$ cat src/source/dht_settings.svh
`ifndef DHT_SETTINGS_SVH
`define DHT_SETTINGS_SVH

// Cycles that sensor_start stays high
`define DHT_START_CYCLES 20

// High phase longer than this is a 1 bit
`define DHT_BIT_THRESHOLD 6

// High phase longer than this is a protocol fault
`define DHT_PULSE_LIMIT 16

// Cycles allowed for both frames of one attempt
`define DHT_TIMEOUT_CYCLES 600

`define DHT_MAX_TRIES 3

`endif

$ cat src/source/dht_sensor_pkg.sv
`default_nettype none

package dht_sensor_pkg;

  // One measurement value from the sensor
  typedef logic [7:0] reading_t;

  // 8 data bits followed by one even-parity bit
  localparam int FRAME_BITS = 9;

endpackage

`default_nettype wire

$ cat src/source/dht_control_pkg.sv
`default_nettype none

package dht_control_pkg;

  typedef enum logic [3:0] {
    idle              = 4'd0,
    start             = 4'd1,
    wait_start        = 4'd2,  // sensor_start held high
    wait_temperature  = 4'd3,
    store_temperature = 4'd4,
    wait_humidity     = 4'd5,
    store_humidity    = 4'd6,
    done              = 4'd7,
    attempt_failed    = 4'd8,
    final_error       = 4'd9
  } measure_state_t;

endpackage

`default_nettype wire

$ cat src/source/dht11_control_if.sv
`timescale 1ns/1ns
`default_nettype none

interface dht11_control_if;

  // Commands from the control unit
  logic clear_tries;
  logic count_tries;
  logic clear_timeout;
  logic count_timeout;
  logic count_start;
  logic load_temperature;
  logic load_humidity;

  // Conditions from the datapath
  logic start_done;
  logic frame_ok;
  logic frame_done;
  logic timeout;
  logic tries_done;

  modport control (
    output clear_tries, count_tries, clear_timeout, count_timeout,
    output count_start, load_temperature, load_humidity,
    input  start_done, frame_ok, frame_done, timeout, tries_done
  );

  modport datapath (
    input  clear_tries, count_tries, clear_timeout, count_timeout,
    input  count_start, load_temperature, load_humidity,
    output start_done, frame_ok, frame_done, timeout, tries_done
  );

endinterface

`default_nettype wire

$ cat src/source/event_counter.sv
`timescale 1ns/1ns
`default_nettype none

module event_counter #(
  parameter int WIDTH = 8,
  parameter int LIMIT = 16
) (
  input  logic clock,
  input  logic reset,
  input  logic clear,
  input  logic enable,
  output logic last
);

  logic [WIDTH-1:0] count;

  always_ff @(posedge clock or posedge reset) begin
    if (reset) begin
      count <= '0;
    end else if (clear) begin
      count <= '0;
    end else if (enable && !last) begin
      count <= count + 1'b1;  // Holds once the limit is reached
    end
  end

  assign last = (count == WIDTH'(LIMIT - 1));

endmodule

`default_nettype wire

$ cat src/source/pulse_receiver.sv
`timescale 1ns/1ns
`default_nettype none
`include "dht_settings.svh"

module pulse_receiver
  import dht_sensor_pkg::*;
(
  input  logic     clock,
  input  logic     reset,
  input  logic     clear,
  input  logic     enable,
  input  logic     sensor_data,
  output reading_t frame,
  output logic     frame_done,
  output logic     frame_ok
);

  localparam int HIGH_WIDTH  = $clog2(`DHT_PULSE_LIMIT + 2);
  localparam int COUNT_WIDTH = $clog2(FRAME_BITS);

  logic                   data_meta;
  logic                   data_sync;
  logic                   data_prev;
  logic                   falling;
  logic                   bit_value;
  logic                   last_bit;
  logic                   overlong;
  logic [HIGH_WIDTH-1:0]  high_count;
  logic [COUNT_WIDTH-1:0] bit_count;
  logic [FRAME_BITS-2:0]  data_bits;

  always_ff @(posedge clock or posedge reset) begin
    if (reset) begin
      data_meta <= 1'b0;
      data_sync <= 1'b0;
      data_prev <= 1'b0;
    end else begin
      data_meta <= sensor_data;
      data_sync <= data_meta;
      data_prev <= data_sync;
    end
  end

  assign falling   = enable && data_prev && !data_sync;  // End of a bit
  assign bit_value = (high_count > HIGH_WIDTH'(`DHT_BIT_THRESHOLD));
  assign last_bit  = (bit_count == COUNT_WIDTH'(FRAME_BITS - 1));
  assign overlong  = enable && data_sync && (high_count >= HIGH_WIDTH'(`DHT_PULSE_LIMIT));

  always_ff @(posedge clock or posedge reset) begin
    if (reset) begin
      high_count <= '0;
      bit_count  <= '0;
      frame_done <= 1'b0;
      frame_ok   <= 1'b1;
    end else if (clear) begin
      high_count <= '0;
      bit_count  <= '0;
      frame_done <= 1'b0;
      frame_ok   <= 1'b1;
    end else begin
      frame_done <= falling && last_bit;
      if (overlong) begin
        frame_ok <= 1'b0;
      end
      if (falling || !data_sync) begin
        high_count <= '0;
      end else if (enable && !overlong) begin
        high_count <= high_count + 1'b1;
      end
      if (falling) begin
        if (last_bit) begin
          bit_count <= '0;
          if (^{data_bits, bit_value}) begin
            frame_ok <= 1'b0;  // Odd number of ones
          end
        end else begin
          bit_count <= bit_count + 1'b1;
        end
      end
    end
  end

  // MSB arrives first; parity bit is shifted in but never captured
  always_ff @(posedge clock) begin
    if (falling) begin
      data_bits <= {data_bits[FRAME_BITS-3:0], bit_value};
      if (last_bit) begin
        frame <= data_bits;
      end
    end
  end

endmodule

`default_nettype wire

$ cat src/source/dht11_control.sv
`timescale 1ns/1ns
`default_nettype none

module dht11_control
  import dht_control_pkg::*;
(
  input  logic             clock,
  input  logic             reset,
  input  logic             measure,
  dht11_control_if.control bus,
  output logic             sensor_start,
  output logic             ready,
  output logic             error,
  output measure_state_t   debug_state
);

  measure_state_t state;
  measure_state_t state_next;

  always_ff @(posedge clock or posedge reset) begin
    if (reset) begin
      state <= idle;
    end else begin
      state <= state_next;
    end
  end

  always_comb begin
    state_next = state;
    case (state)
      idle: begin
        if (measure) begin
          state_next = start;
        end
      end
      start:             state_next = wait_start;
      wait_start: begin
        if (bus.start_done) begin
          state_next = wait_temperature;
        end
      end
      wait_temperature: begin
        if (!bus.frame_ok || bus.timeout) begin
          state_next = attempt_failed;
        end else if (bus.frame_done) begin
          state_next = store_temperature;
        end
      end
      store_temperature: state_next = wait_humidity;
      wait_humidity: begin
        if (!bus.frame_ok || bus.timeout) begin
          state_next = attempt_failed;
        end else if (bus.frame_done) begin
          state_next = store_humidity;
        end
      end
      store_humidity:    state_next = done;
      done:              state_next = idle;
      attempt_failed:    state_next = bus.tries_done ? final_error : start;  // Retry
      final_error:       state_next = idle;
      default:           state_next = idle;
    endcase
  end

  assign bus.clear_tries      = (state == idle);
  assign bus.count_tries      = (state == attempt_failed);
  assign bus.clear_timeout    = (state == start);
  assign bus.count_timeout    = (state == wait_temperature) || (state == wait_humidity);
  assign bus.count_start      = (state == wait_start);
  assign bus.load_temperature = (state == store_temperature);
  assign bus.load_humidity    = (state == store_humidity);

  assign sensor_start = (state == wait_start);
  assign ready        = (state == done);
  assign error        = (state == final_error);
  assign debug_state  = state;

endmodule

`default_nettype wire

$ cat src/source/dht11_datapath.sv
`timescale 1ns/1ns
`default_nettype none
`include "dht_settings.svh"

module dht11_datapath
  import dht_sensor_pkg::*;
(
  input  logic              clock,
  input  logic              reset,
  dht11_control_if.datapath bus,
  input  logic              sensor_data,
  output reading_t          temperature,
  output reading_t          humidity
);

  localparam int START_WIDTH   = $clog2(`DHT_START_CYCLES);
  localparam int TIMEOUT_WIDTH = $clog2(`DHT_TIMEOUT_CYCLES);
  localparam int TRIES_WIDTH   = $clog2(`DHT_MAX_TRIES);

  reading_t frame;

  event_counter #(.WIDTH(START_WIDTH), .LIMIT(`DHT_START_CYCLES)) u_start_counter (
    .clock  (clock),
    .reset  (reset),
    .clear  (!bus.count_start),  // Restarts on every entry to wait_start
    .enable (bus.count_start),
    .last   (bus.start_done)
  );

  event_counter #(.WIDTH(TIMEOUT_WIDTH), .LIMIT(`DHT_TIMEOUT_CYCLES)) u_timeout_counter (
    .clock  (clock),
    .reset  (reset),
    .clear  (bus.clear_timeout),
    .enable (bus.count_timeout),
    .last   (bus.timeout)
  );

  event_counter #(.WIDTH(TRIES_WIDTH), .LIMIT(`DHT_MAX_TRIES)) u_tries_counter (
    .clock  (clock),
    .reset  (reset),
    .clear  (bus.clear_tries),
    .enable (bus.count_tries),
    .last   (bus.tries_done)
  );

  pulse_receiver u_pulse_receiver (
    .clock       (clock),
    .reset       (reset),
    .clear       (bus.clear_timeout),
    .enable      (bus.count_timeout),
    .sensor_data (sensor_data),
    .frame       (frame),
    .frame_done  (bus.frame_done),
    .frame_ok    (bus.frame_ok)
  );

  // Readings only change in the store states
  always_ff @(posedge clock or posedge reset) begin
    if (reset) begin
      temperature <= '0;
      humidity    <= '0;
    end else begin
      if (bus.load_temperature) begin
        temperature <= frame;
      end
      if (bus.load_humidity) begin
        humidity <= frame;
      end
    end
  end

endmodule

`default_nettype wire

$ cat src/source/dht11_interface.sv
`timescale 1ns/1ns
`default_nettype none

module dht11_interface (
  input  logic       clock,
  input  logic       reset,
  input  logic       measure,
  input  logic       sensor_data,
  output logic       sensor_start,
  output logic       ready,
  output logic       error,
  output logic [7:0] temperature,
  output logic [7:0] humidity,
  output logic [3:0] debug_state
);

  dht11_control_if bus ();

  dht11_control u_dht11_control (
    .clock        (clock),
    .reset        (reset),
    .measure      (measure),
    .bus          (bus.control),
    .sensor_start (sensor_start),
    .ready        (ready),
    .error        (error),
    .debug_state  (debug_state)
  );

  dht11_datapath u_dht11_datapath (
    .clock       (clock),
    .reset       (reset),
    .bus         (bus.datapath),
    .sensor_data (sensor_data),
    .temperature (temperature),
    .humidity    (humidity)
  );

endmodule

`default_nettype wire

$ cat config.mk
export PLATFORM = sky130hd
export DESIGN_NAME = dht11_interface
export DESIGN_NICKNAME = d
export VERILOG_FILES = /design/src/source/dht_sensor_pkg.sv /design/src/source/dht_control_pkg.sv /design/src/source/dht11_control_if.sv /design/src/source/event_counter.sv /design/src/source/pulse_receiver.sv /design/src/source/dht11_control.sv /design/src/source/dht11_datapath.sv /design/src/source/dht11_interface.sv
export VERILOG_INCLUDE_DIRS = /design/src /design/src/source
export SDC_FILE = /design/constraint.sdc
export NUM_CORES = 1
export LEC_CHECK = 0
export BUFFER_PORTS_ARGS = -buffer_cell sky130_fd_sc_hd__buf_2
export CORE_MARGIN = 2
export CORE_UTILIZATION = 24
export DETAILED_ROUTE_END_ITERATION = 10
export PLACE_DENSITY = 0.39
export SYNTH_ARGS = -nofsm -noshare
export SYNTH_HDL_FRONTEND = slang
export SYNTH_SLANG_ARGS = --single-unit
export TNS_END_PERCENT = 100
$ cat constraint.sdc
create_clock -name clock -period 2.88 [get_ports clock]
set_input_delay 0.432 -clock clock [delete_from_list [all_inputs] [get_ports clock]]
set_output_delay 0.432 -clock clock [all_outputs]
set_load 0.02 [all_outputs]
# [Yosys cells after proc, flatten, opt, wreduce, memory -nomap -nowiden]
# Cells that the tools add are included.
[totals] latch_bits=0 mem_bits_ro=0 n_memories=0 elab_cells=92 mem_bits_rw=0 ff_bits=67 inputBits=4 output_inout_bits=23
[op_classes] addsub=5 n_mul=0 div=0 order_cmp=2 bitwise=0 reduce_logical=26 eq_ne=18 mux=26 shift=0
[ops] operator="2-to-1 mux 4 bit" n=10
[ops] operator="case mux 4 bit (8 select lines)" n=1
[ops] operator="2-to-1 mux 5 bit" n=5
[ops] operator="2-to-1 mux 10 bit" n=2
[ops] operator="== test 4 x 3 -> 1 bit, second input constant" n=4
[ops] operator="== test 4 bit, second input constant" n=3
[ops] operator="adder 10 x 1 -> 10 bit, second input constant" n=1
[ops] operator="adder 5 x 1 -> 5 bit, second input constant" n=2
[ops] operator="== test 10 bit, second input constant" n=1
[ops] operator="logical AND 1 bit" n=9
[ops] operator="XOR reduction 9 bit" n=1
[ops] operator="== test 4 x 2 -> 1 bit, second input constant" n=2
[ops] operator="logical NOT 1 bit" n=6
[ops] operator="2-to-1 mux 1 bit" n=6
[ops] operator="inequality test 3 x 1 -> 1 bit, second input constant" n=2
[ops] operator="nonzero test 2 bit" n=3
[ops] operator="== test 5 bit, second input constant" n=1
[ops] operator="greater-or-equal comparator 5 bit, second input constant" n=1
[ops] operator="> comparator 5 x 3 -> 1 bit, second input constant" n=1
[ops] operator="adder 4 x 1 -> 4 bit, second input constant" n=1
[ops] operator="== test 4 x 1 -> 1 bit, second input constant" n=1
[ops] operator="logical NOT 4 bit" n=1
[ops] operator="2-to-1 mux 2 bit" n=2
[ops] operator="inequality test 2 x 1 -> 1 bit, second input constant" n=2
[ops] operator="7 further kinds" n=9

# [Logic depth before layout (Yosys ltp)]
# Gate-level depths: netlist (run 1).
[depth] ltp_word=9 mapped_depth=8 ltp_nobuf=7

# [By module]
# Synthesis (run 1) repeated with hierarchy kept, for this count alone.
[hier_totals] cells_unflattened=269 area_unflattened_um2=3240.6
[modules_own_cells] module="pulse_receiver" area_each_um2=1236.2 n_inst=1 seq_area_each_um2=832.0 cells_each=90
[modules_own_cells] module="dht11_datapath" area_each_um2=670.6 n_inst=1 seq_area_each_um2=400.4 cells_each=36
[modules_own_cells] module="event_counter (u_dht11_datapath.u_timeout_counter)" area_each_um2=575.6 n_inst=1 seq_area_each_um2=250.2 cells_each=61
[modules_own_cells] module="dht11_control" area_each_um2=357.8 n_inst=1 seq_area_each_um2=100.1 cells_each=45
[modules_own_cells] module="event_counter (u_dht11_datapath.u_start_counter)" area_each_um2=266.5 n_inst=1 seq_area_each_um2=125.1 cells_each=25
[modules_own_cells] module="event_counter (u_dht11_datapath.u_tries_counter)" area_each_um2=133.9 n_inst=1 seq_area_each_um2=50.0 cells_each=12

# [Least setup slack after synthesis (run 1)]
# Ideal clock, no wire load.
[synth_path] path_type="register to register" start="register u_dht11_control.state[2] (netlist: u_dht11_control.debug_state[2])" end="register u_dht11_datapath.u_pulse_receiver.frame_ok" path_buffers=2 required_ns=2.796 slack_ns=0.636 arrival_ns=2.160 path_stages_with_launch=8 synth_period_minus_slack_ns=2.244 setup_time_ns=0.084 path_cell_list="dfrtp_1 > buf_4 > xnor2_1 > nand2b_1 > buf_1 > nor3_1 > a21oi_1 > or2_2"
[synth_via] elab_chain_len=9 word_cells_on_any_way=13 cone_classes="eq/ne: 3; mux: 5; reduce/logical: 5"
[synth_lines] element="start: declaration" line_no="dht11_control.sv:17" rtl="measure_state_t state;"
[synth_lines] element="start signal: assignment" line_no="dht11_control.sv:22" rtl="state <= idle;"
[synth_lines] element="start signal: assignment" line_no="dht11_control.sv:24" rtl="state <= state_next;"
[synth_lines] element="== test 4 x 2 -> 1 bit or == test 4 x 3 -> 1 bit (tied branches)" line_no="dht11_control.sv:68" rtl="assign bus.count_timeout = (state == wait_temperature) || (state == wait_humidity);"
[synth_lines] element="logical OR 1 bit" line_no="dht11_control.sv:68"
[synth_lines] element="logical AND 1 bit (2 in series)" line_no="pulse_receiver.sv:47" rtl="assign overlong = enable && data_sync && (high_count >= HIGH_WIDTH'(`DHT_PULSE_LIMIT));"
[synth_lines] element="2-to-1 mux 1 bit" line_no="pulse_receiver.sv:62" rtl="if (overlong) begin"
[synth_lines] element="2-to-1 mux 1 bit" line_no="pulse_receiver.sv:73" rtl="if (^{data_bits, bit_value}) begin"
[synth_lines] element="2-to-1 mux 1 bit" line_no="pulse_receiver.sv:71" rtl="if (last_bit) begin"
[synth_lines] element="2-to-1 mux 1 bit" line_no="pulse_receiver.sv:70" rtl="if (falling) begin"
[synth_lines] element="2-to-1 mux 1 bit (*)" line_no="pulse_receiver.sv:55" rtl="end else if (clear) begin"
[synth_lines] element="end signal: assignment" line_no="pulse_receiver.sv:54" rtl="frame_ok <= 1'b1;"
[synth_lines] element="end signal: assignment" line_no="pulse_receiver.sv:59" rtl="frame_ok <= 1'b1;"
[synth_lines] element="end signal: assignment" line_no="pulse_receiver.sv:74" rtl="frame_ok <= 1'b0;"
[synth_lines] element="end: declaration" line_no="pulse_receiver.sv:15" rtl="output logic frame_ok"
# Every way passes the cells marked *; elsewhere a longest branch is shown, timed or not.
# A chain may end at the register's enable or synchronous reset.

# [Worst setup path in the final report (run 1)]
[layout_path] start="register u_dht11_control.state[0] (netlist: u_dht11_control.debug_state[0])" end="output port sensor_start"
[layout_via] elab_chain_len=1
[layout_lines] element="== test 4 x 2 -> 1 bit" line_no="dht11_control.sv:73" rtl="assign sensor_start = (state == wait_start);"
[layout_lines] element="end: declaration" line_no="dht11_interface.sv:9" rtl="output logic sensor_start,"
# Every way passes these cells.

==> results of run 1 <==
## cell type report
class | instances | area, µm²
Clock buffer | 10 | 239.0
Sequential cell | 67 | 1758
Clock inverter | 6 | 48.80
Timing Repair Buffer | 33 | 182.7
Fill cell | 1274 | 8467
Multi-Input combinational cell | 166 | 1172
Inverter | 9 | 33.78
Tap cell | 168 | 210.2
## per-layer routing
layer / routed length, µm / vias up / global-route usage (%)
met5: 0 / - / 0
met4: 84 / 0 / 3.810
met3: 341 / 7 / 4.184
met2: 2481 / 43 / 13.61
met1: 2963 / 916 / 13.11
li1: - / 952 / -
## worst max path at each step
stage	end	slack, ns	startpoint	cells past startpoint
global route	sensor_start	0.56	u_dht11_control.debug_state[0]	4
global placement	u_dht11_control.debug_state[0]	0.68	u_dht11_datapath.u_timeout_counter.count[0]	6
finish	sensor_start	0.67	u_dht11_control.debug_state[0]	4
floorplan	u_dht11_datapath.u_pulse_receiver.frame_ok	0.64	u_dht11_control.debug_state[2]	7
CTS	sensor_start	0.64	u_dht11_control.debug_state[0]	4
detailed placement	u_dht11_control.debug_state[0]	0.77	u_dht11_datapath.u_timeout_counter.count[0]	6
## report_power, final
group | switching [mW] | total [mW] | internal, mW
Clock | 0.429 | 1.04 | 0.613
Combinational | 0.315 | 0.538 | 0.223
Sequential | 0.102 | 1.16 | 1.05
Total | 0.845 | 2.74 | 1.89
## per-stage QoR
stage	area, µm²	std cells	power (mW)
2_1_floorplan	3014	251	1.592
3_3_place_gp	3357	443	1.725
3_5_place_dp	3357	443	1.723
4_1_cts	3645	459	2.797
5_1_grt	3645	459	2.909
6_report	3645	459	2.735
## worst register-to-register path, cell delays in order, from the launching register on
cell,delay (ns)
dfrtp_1,0.39
ha_1,0.20
nand4b_1,0.15
o41ai_1,0.82
or3_1,0.24
o211ai_1,0.09
o311a_1,0.14
## layout by cell type, fill, tap and decap left out, types with 3 or more instances in the layout
| cell | synthesis | routed |
|---|---|---|
| clkbuf_16 | 0 | 9 |
| edfxtp_1 | 16 | 16 |
| xnor2_1 | 17 | 17 |
| buf_4 | 2 | 7 |
| inv_1 | 9 | 8 |
| nand2b_1 | 6 | 6 |
| nor2_1 | 30 | 30 |
| a21oi_1 | 6 | 6 |
| or2_2 | 3 | 3 |
| or3_1 | 4 | 4 |
| mux2_2 | 17 | 17 |
| nor3_1 | 7 | 7 |
| nand3_1 | 11 | 11 |
| clkinvlp_4 | 0 | 3 |
| xor2_1 | 5 | 5 |
| buf_2 | 1 | 26 |
| ha_1 | 7 | 7 |
| dfrtp_1 | 50 | 50 |
| o21ai_0 | 7 | 7 |
| nand2_1 | 14 | 14 |
## sequential cells by signal, summed over array words and instances, names as in the netlist, 2 cells and up
name	count
u_dht11_datapath.u_pulse_receiver.frame	8
u_dht11_datapath.u_timeout_counter.count	10
u_dht11_datapath.u_pulse_receiver.data_bits	8
u_dht11_datapath.humidity	8
u_dht11_datapath.u_tries_counter.count	2
u_dht11_datapath.u_pulse_receiver.high_count	5
u_dht11_datapath.u_pulse_receiver.bit_count	4
u_dht11_datapath.temperature	8
u_dht11_control.debug_state	4
u_dht11_datapath.u_start_counter.count	5
## logic make-up after synthesis
logic type	synth area share, %
simple gates	16.94
flops	58.32
compound gates	4.899
xor+xnor	7.140
mux	7.015
buf+inv	2.781
fa+ha+maj	2.906
==> key figures, run 1 <==
Run status
  • Status: completed

Die
  • # IOs: 27
  • Core ar.: around 12,000 µm²
  • Rows: 40
  • Die area: 13,470 µm²
  • Die height: 116.1 µm
  • Die width: 116.1 µm
  • Starting Density: 24.89%

Yosys
  • Dominant synthesized flop cell: dfrtp_1
  • Yosys cell types: 46
  • Post-Synthesis Cells: 251
  • Yosys top cell by area: dfrtp_1
  • Register area share after synthesis: 58.32%
  • Area contributors post-synth: dfrtp_1 42%, edfxtp_1 16%, mux2_2 6.4%, xnor2_1 4.9%, nor2_1 3.7%
  • Ys async rst share: 76.12%
  • Post-synth top area share: 41.51%
  • Number of synthesized flops with an enable pin: 16
  • Synthesized Nets: 262
  • Synth top cells by count: 50 x dfrtp_1, 30 x nor2_1, 17 x mux2_2, 17 x xnor2_1, 16 x edfxtp_1
  • Warnings, synthesis: 0
  • Synth Area per Inst: 12.01 µm²
  • Most common cell in the netlist: dfrtp_1
  • Mapped cell area: between 3000 and 4000 µm²
  • #FFs+latches synth: 67

Cells and area
  • Layout net count: 297
  • Post-Route Utilization: ~30%
  • Area grow syn2layout: 20.92%
  • Final antenna diode count: 0
  • Share of cells above drive strength 1: 26.46%

Critical path
  • Crit path cell chain: nand2b_1 > or3_1 > inv_1 > buf_2
  • Worst EP arrival: 1.78 ns
  • CP max stage delay: 0.50 ns
  • RR Startpoint: u_dht11_datapath.u_timeout_counter.count[0]
  • RR Endpoint: u_dht11_control.debug_state[0]
  • CP delay by family, top: simple AND/OR/NAND/NOR gates
  • Setup Crit Path Kind: reg -> out
  • CP Capture Type: output port
  • Flop-to-flop setup slack: 0.73 ns
  • Crit path launch type: flop
  • CP required: between 2 and 2.5 ns
  • Reg2reg path depth: 6
  • Worst-path fanout max: 12
  • WP buf/inv: 2
  • Critical Path Slowest Stage Cell: dfrtp_1

Clock network
  • Hold-fix buffers at CTS: 0
  • CTS H-tree depth: 3
  • Skew-Pair Late Insertion Delay: 0.33 ns
  • Root Driver: clkbuf_16
  • Max Root-Sink Buffers: 2
  • CTS tree: done
  • CTS Sinks: 67
  • Postcts setup bufs: 0
  • CTS clk-pin slew, worst paths: 0.06 ns
  • PostCTS Resize Cnt: 0
  • Cts bufs inserted: 9

Timing
  • Hold slack: 0.1565 ns
  • Hold Vio Cnt, Final: 0
  • Worst Tran Pin Value: 0.8970 ns
  • Final setup margin: 0.6723 ns
  • Tmin final: 2.208 ns
  • Final period utilization: 76.66%
  • # setup viols final: 0
  • Max-Slew Margin vs Limit: between 30% and 40%
  • RSZ-0062 raised after global routing: false
  • Clock skew: 0.004353 ns
  • Fin. max-slew vios: 0
  • FMAX: 0.4530 GHz
  • Final setup TNS: 0 ns

Route
  • Residual DRC: 0
  • Drt first pass iters: 6
  • Final wirelength: 5870 µm
  • Via count: between 1,500 and 2,000
  • Final ANT Viol Nets: 0
  • WL/cell: 12.79 µm
  • Initial DRC count: 100
  • Vias/cell: 4.179

Power
  • Maximum VDD drop: 262.4 µV
  • Pwr Density: 750.4 nW/µm²
  • Static Leakage: 1.565 nW

Global route
  • Initial antenna violation count: 0
  • Gr ovfl total: 0
  • Total track usage: 9.686%
  • Pin count of the biggest net entering global routing: 26
  • First-pass GRT wire length: 9825 µm
  • Vias in the first global route: 1,848

Flow run
  • Max-cap violation count: 0

Placed design
  • Place WS: 0.7701 ns
  • Input/output buffers: 26
  • Routability cong.: 0.6779
  • Detailed placement HPWL: 4017 µm

Worst hold path
  • Worst hold-check path type: in -> async
No activity file was read; power rests on OpenSTA's default activity.
==> run 2: changes to the inputs <==
Clock period 2.88 ns to 2.1 ns, I/O delays scaled along.
==> run 2 against run 1 <==
Design area rose by 2.0%. Clock skew grew 0.0015 ns. Non-clock buffer count rose by 8. Largest power group unchanged. Register-to-register slack worse by 0.42 ns. Critical path type unchanged. Worst hold slack got worse by 0.13 ns.
==> key figures, run 2 (synthesis results as in run 1) <==
Placed design
  • Detailed placement HPWL: 3947 µm
  • # placed instances: 451
  • Input/output buffers: 26
  • Place WS: 0.3135 ns
  • Post-DP Area: 3435 µm²
  • Routability cong.: around 0.72

Run status
  • Status: completed

Timing
  • Hold slack: ~0.024 ns
  • RSZ-0062 raised after global routing: false
  • # setup viols final: 0
  • Fin. max-slew vios: 0
  • Final setup TNS: 0 ns
  • Final setup margin: 0.1900 ns
  • Max-Slew Margin vs Limit: 76.07%
  • Worst Tran Pin Value: roughly 0.35 ns
  • Final period utilization: 90.95%
  • Tmin final: 1.910 ns
  • Hold Vio Cnt, Final: 0
  • Clock skew: 0.005828 ns
  • FMAX: 0.5236 GHz

Clock network
  • Postcts setup bufs: 0
  • CTS clk-pin slew, worst paths: around 0.060 ns
  • PostCTS Resize Cnt: 0
  • Max Root-Sink Buffers: 2
  • Hold-fix buffers at CTS: 0
  • CTS H-tree depth: 3
  • Cts bufs inserted: 9
  • CTS Sinks: 67
  • Skew-Pair Late Insertion Delay: 0.33 ns
  • Root Driver: clkbuf_16
  • CTS tree: done

Die
  • Die height: 116.1 µm
  • # IOs: 27
  • Die area: 13,470 µm²
  • Starting Density: 24.89%
  • Rows: 40
  • Die width: around 120 µm
  • Core ar.: roughly 12,000 µm²

Power
  • Final Power: approximately 3.8 mW
  • Static Leakage: 1.619 nW
  • Maximum VDD drop: 294.9 µV
  • Pwr Density: approximately 1000 nW/µm²

Cells and area
  • Most common cell after layout, fill and taps aside: dfrtp_1
  • Share of cells above drive strength 1: 29.10%
  • Fin cells: around 470
  • Layout net count: 305
  • Largest Register: u_dht11_datapath.u_timeout_counter.count
  • Final antenna diode count: 0
  • Fin area: 3717 µm²
  • Most frequent cells in the layout: 50 x dfrtp_1, 30 x nor2_1, 26 x buf_2, 17 x xnor2_1, 17 x mux2_2
  • Post-Route Utilization: 30.69%
  • Area grow syn2layout: 23.33%
  • Largest register FFs: 10

Global route
  • Met1 GRT Util: 12.50%
  • Global routing's busiest layer: met2
  • Total track usage: 9.854%
  • First-pass GRT wire length: 10,140 µm
  • Vias in the first global route: 1,999
  • Pin count of the biggest net entering global routing: 52
  • GR Layer Usage met3: 3.452%
  • Gr ovfl total: 0
  • Initial antenna violation count: 0
  • Global Route met2 Usage: between 10% and 20%

Route
  • Via count: 1,969
  • Residual DRC: 0
  • Drt first pass iters: 4
  • Final ANT Viol Nets: 0
  • Vias/cell: 4.216
  • Final wirelength: around 5900 µm
  • WL/cell: ~13 µm
  • Initial DRC count: slightly above 70

Critical path
  • RR Startpoint: u_dht11_control.debug_state[1]
  • Crit path launch type: flop
  • Critical Path Slowest Stage Cell: or3_4
  • Critical path origin: u_dht11_control.debug_state[1]
  • Worst EP arrival: 1.59 ns
  • CP required: 1.78 ns
  • Crit path cell chain: buf_4 > nand2b_1 > or3_4 > inv_1 > buf_2
  • Setup Crit Path Kind: reg -> out
  • WP buf/inv: 3
  • CP delay by family, top: simple AND/OR/NAND/NOR gates
  • CP max stage delay: 0.39 ns
  • CP Capture Type: output port
  • Worst-path fanout max: 8

Flow run
  • Max-cap violation count: 0

Worst hold path
  • Worst hold-check path type: in -> async
==> run 2: final timing paths <==
check | cells past startpoint | slack [ns] | end
max reg2reg | 5 | 0.31 | u_dht11_control.debug_state[0]
min | 3 | 0.02 | u_dht11_datapath.humidity[6]
min in group clock | 1 | 0.09 | u_dht11_datapath.u_pulse_receiver.data_meta
max | 5 | 0.19 | sensor_start
min reg2reg | 0 | 0.37 | u_dht11_datapath.u_pulse_receiver.data_sync
max in group asynchronous | 3 | 1.78 | u_dht11_datapath.u_pulse_receiver.frame_ok
==> run 2: power by group <==
group	leakage (nW)	switching, mW	internal (mW)
clock	0.136	0.604	0.807
combinational	0.646	0.477	0.345
sequential	0.836	0.107	1.45
==> run 2: cell type report <==
| class | count | area (µm²) |
|---|---|---|
| clock buffer | 9 | 225.2 |
| clock inverter | 7 | 52.55 |
| fill | 1281 | 8394 |
| inverter | 9 | 33.78 |
| multi-input combinational | 166 | 1182 |
| sequential | 67 | 1758 |
| tap | 168 | 210.2 |
| timing repair buffer | 41 | 255.2 |
==> run 2: tightest hold or removal path, cell delays in order <==
cell	delay [ns]
buf_2	0.10
inv_2	0.06
buf_12	0.26
==> run 2: per-layer routing <==
metal / share of wire (%) / up-vias
met2: 47 / 29
met5: 0 / -
met4: 1.2 / 0
met3: 3.6 / 8
li1: - / 970
met1: 48 / 962
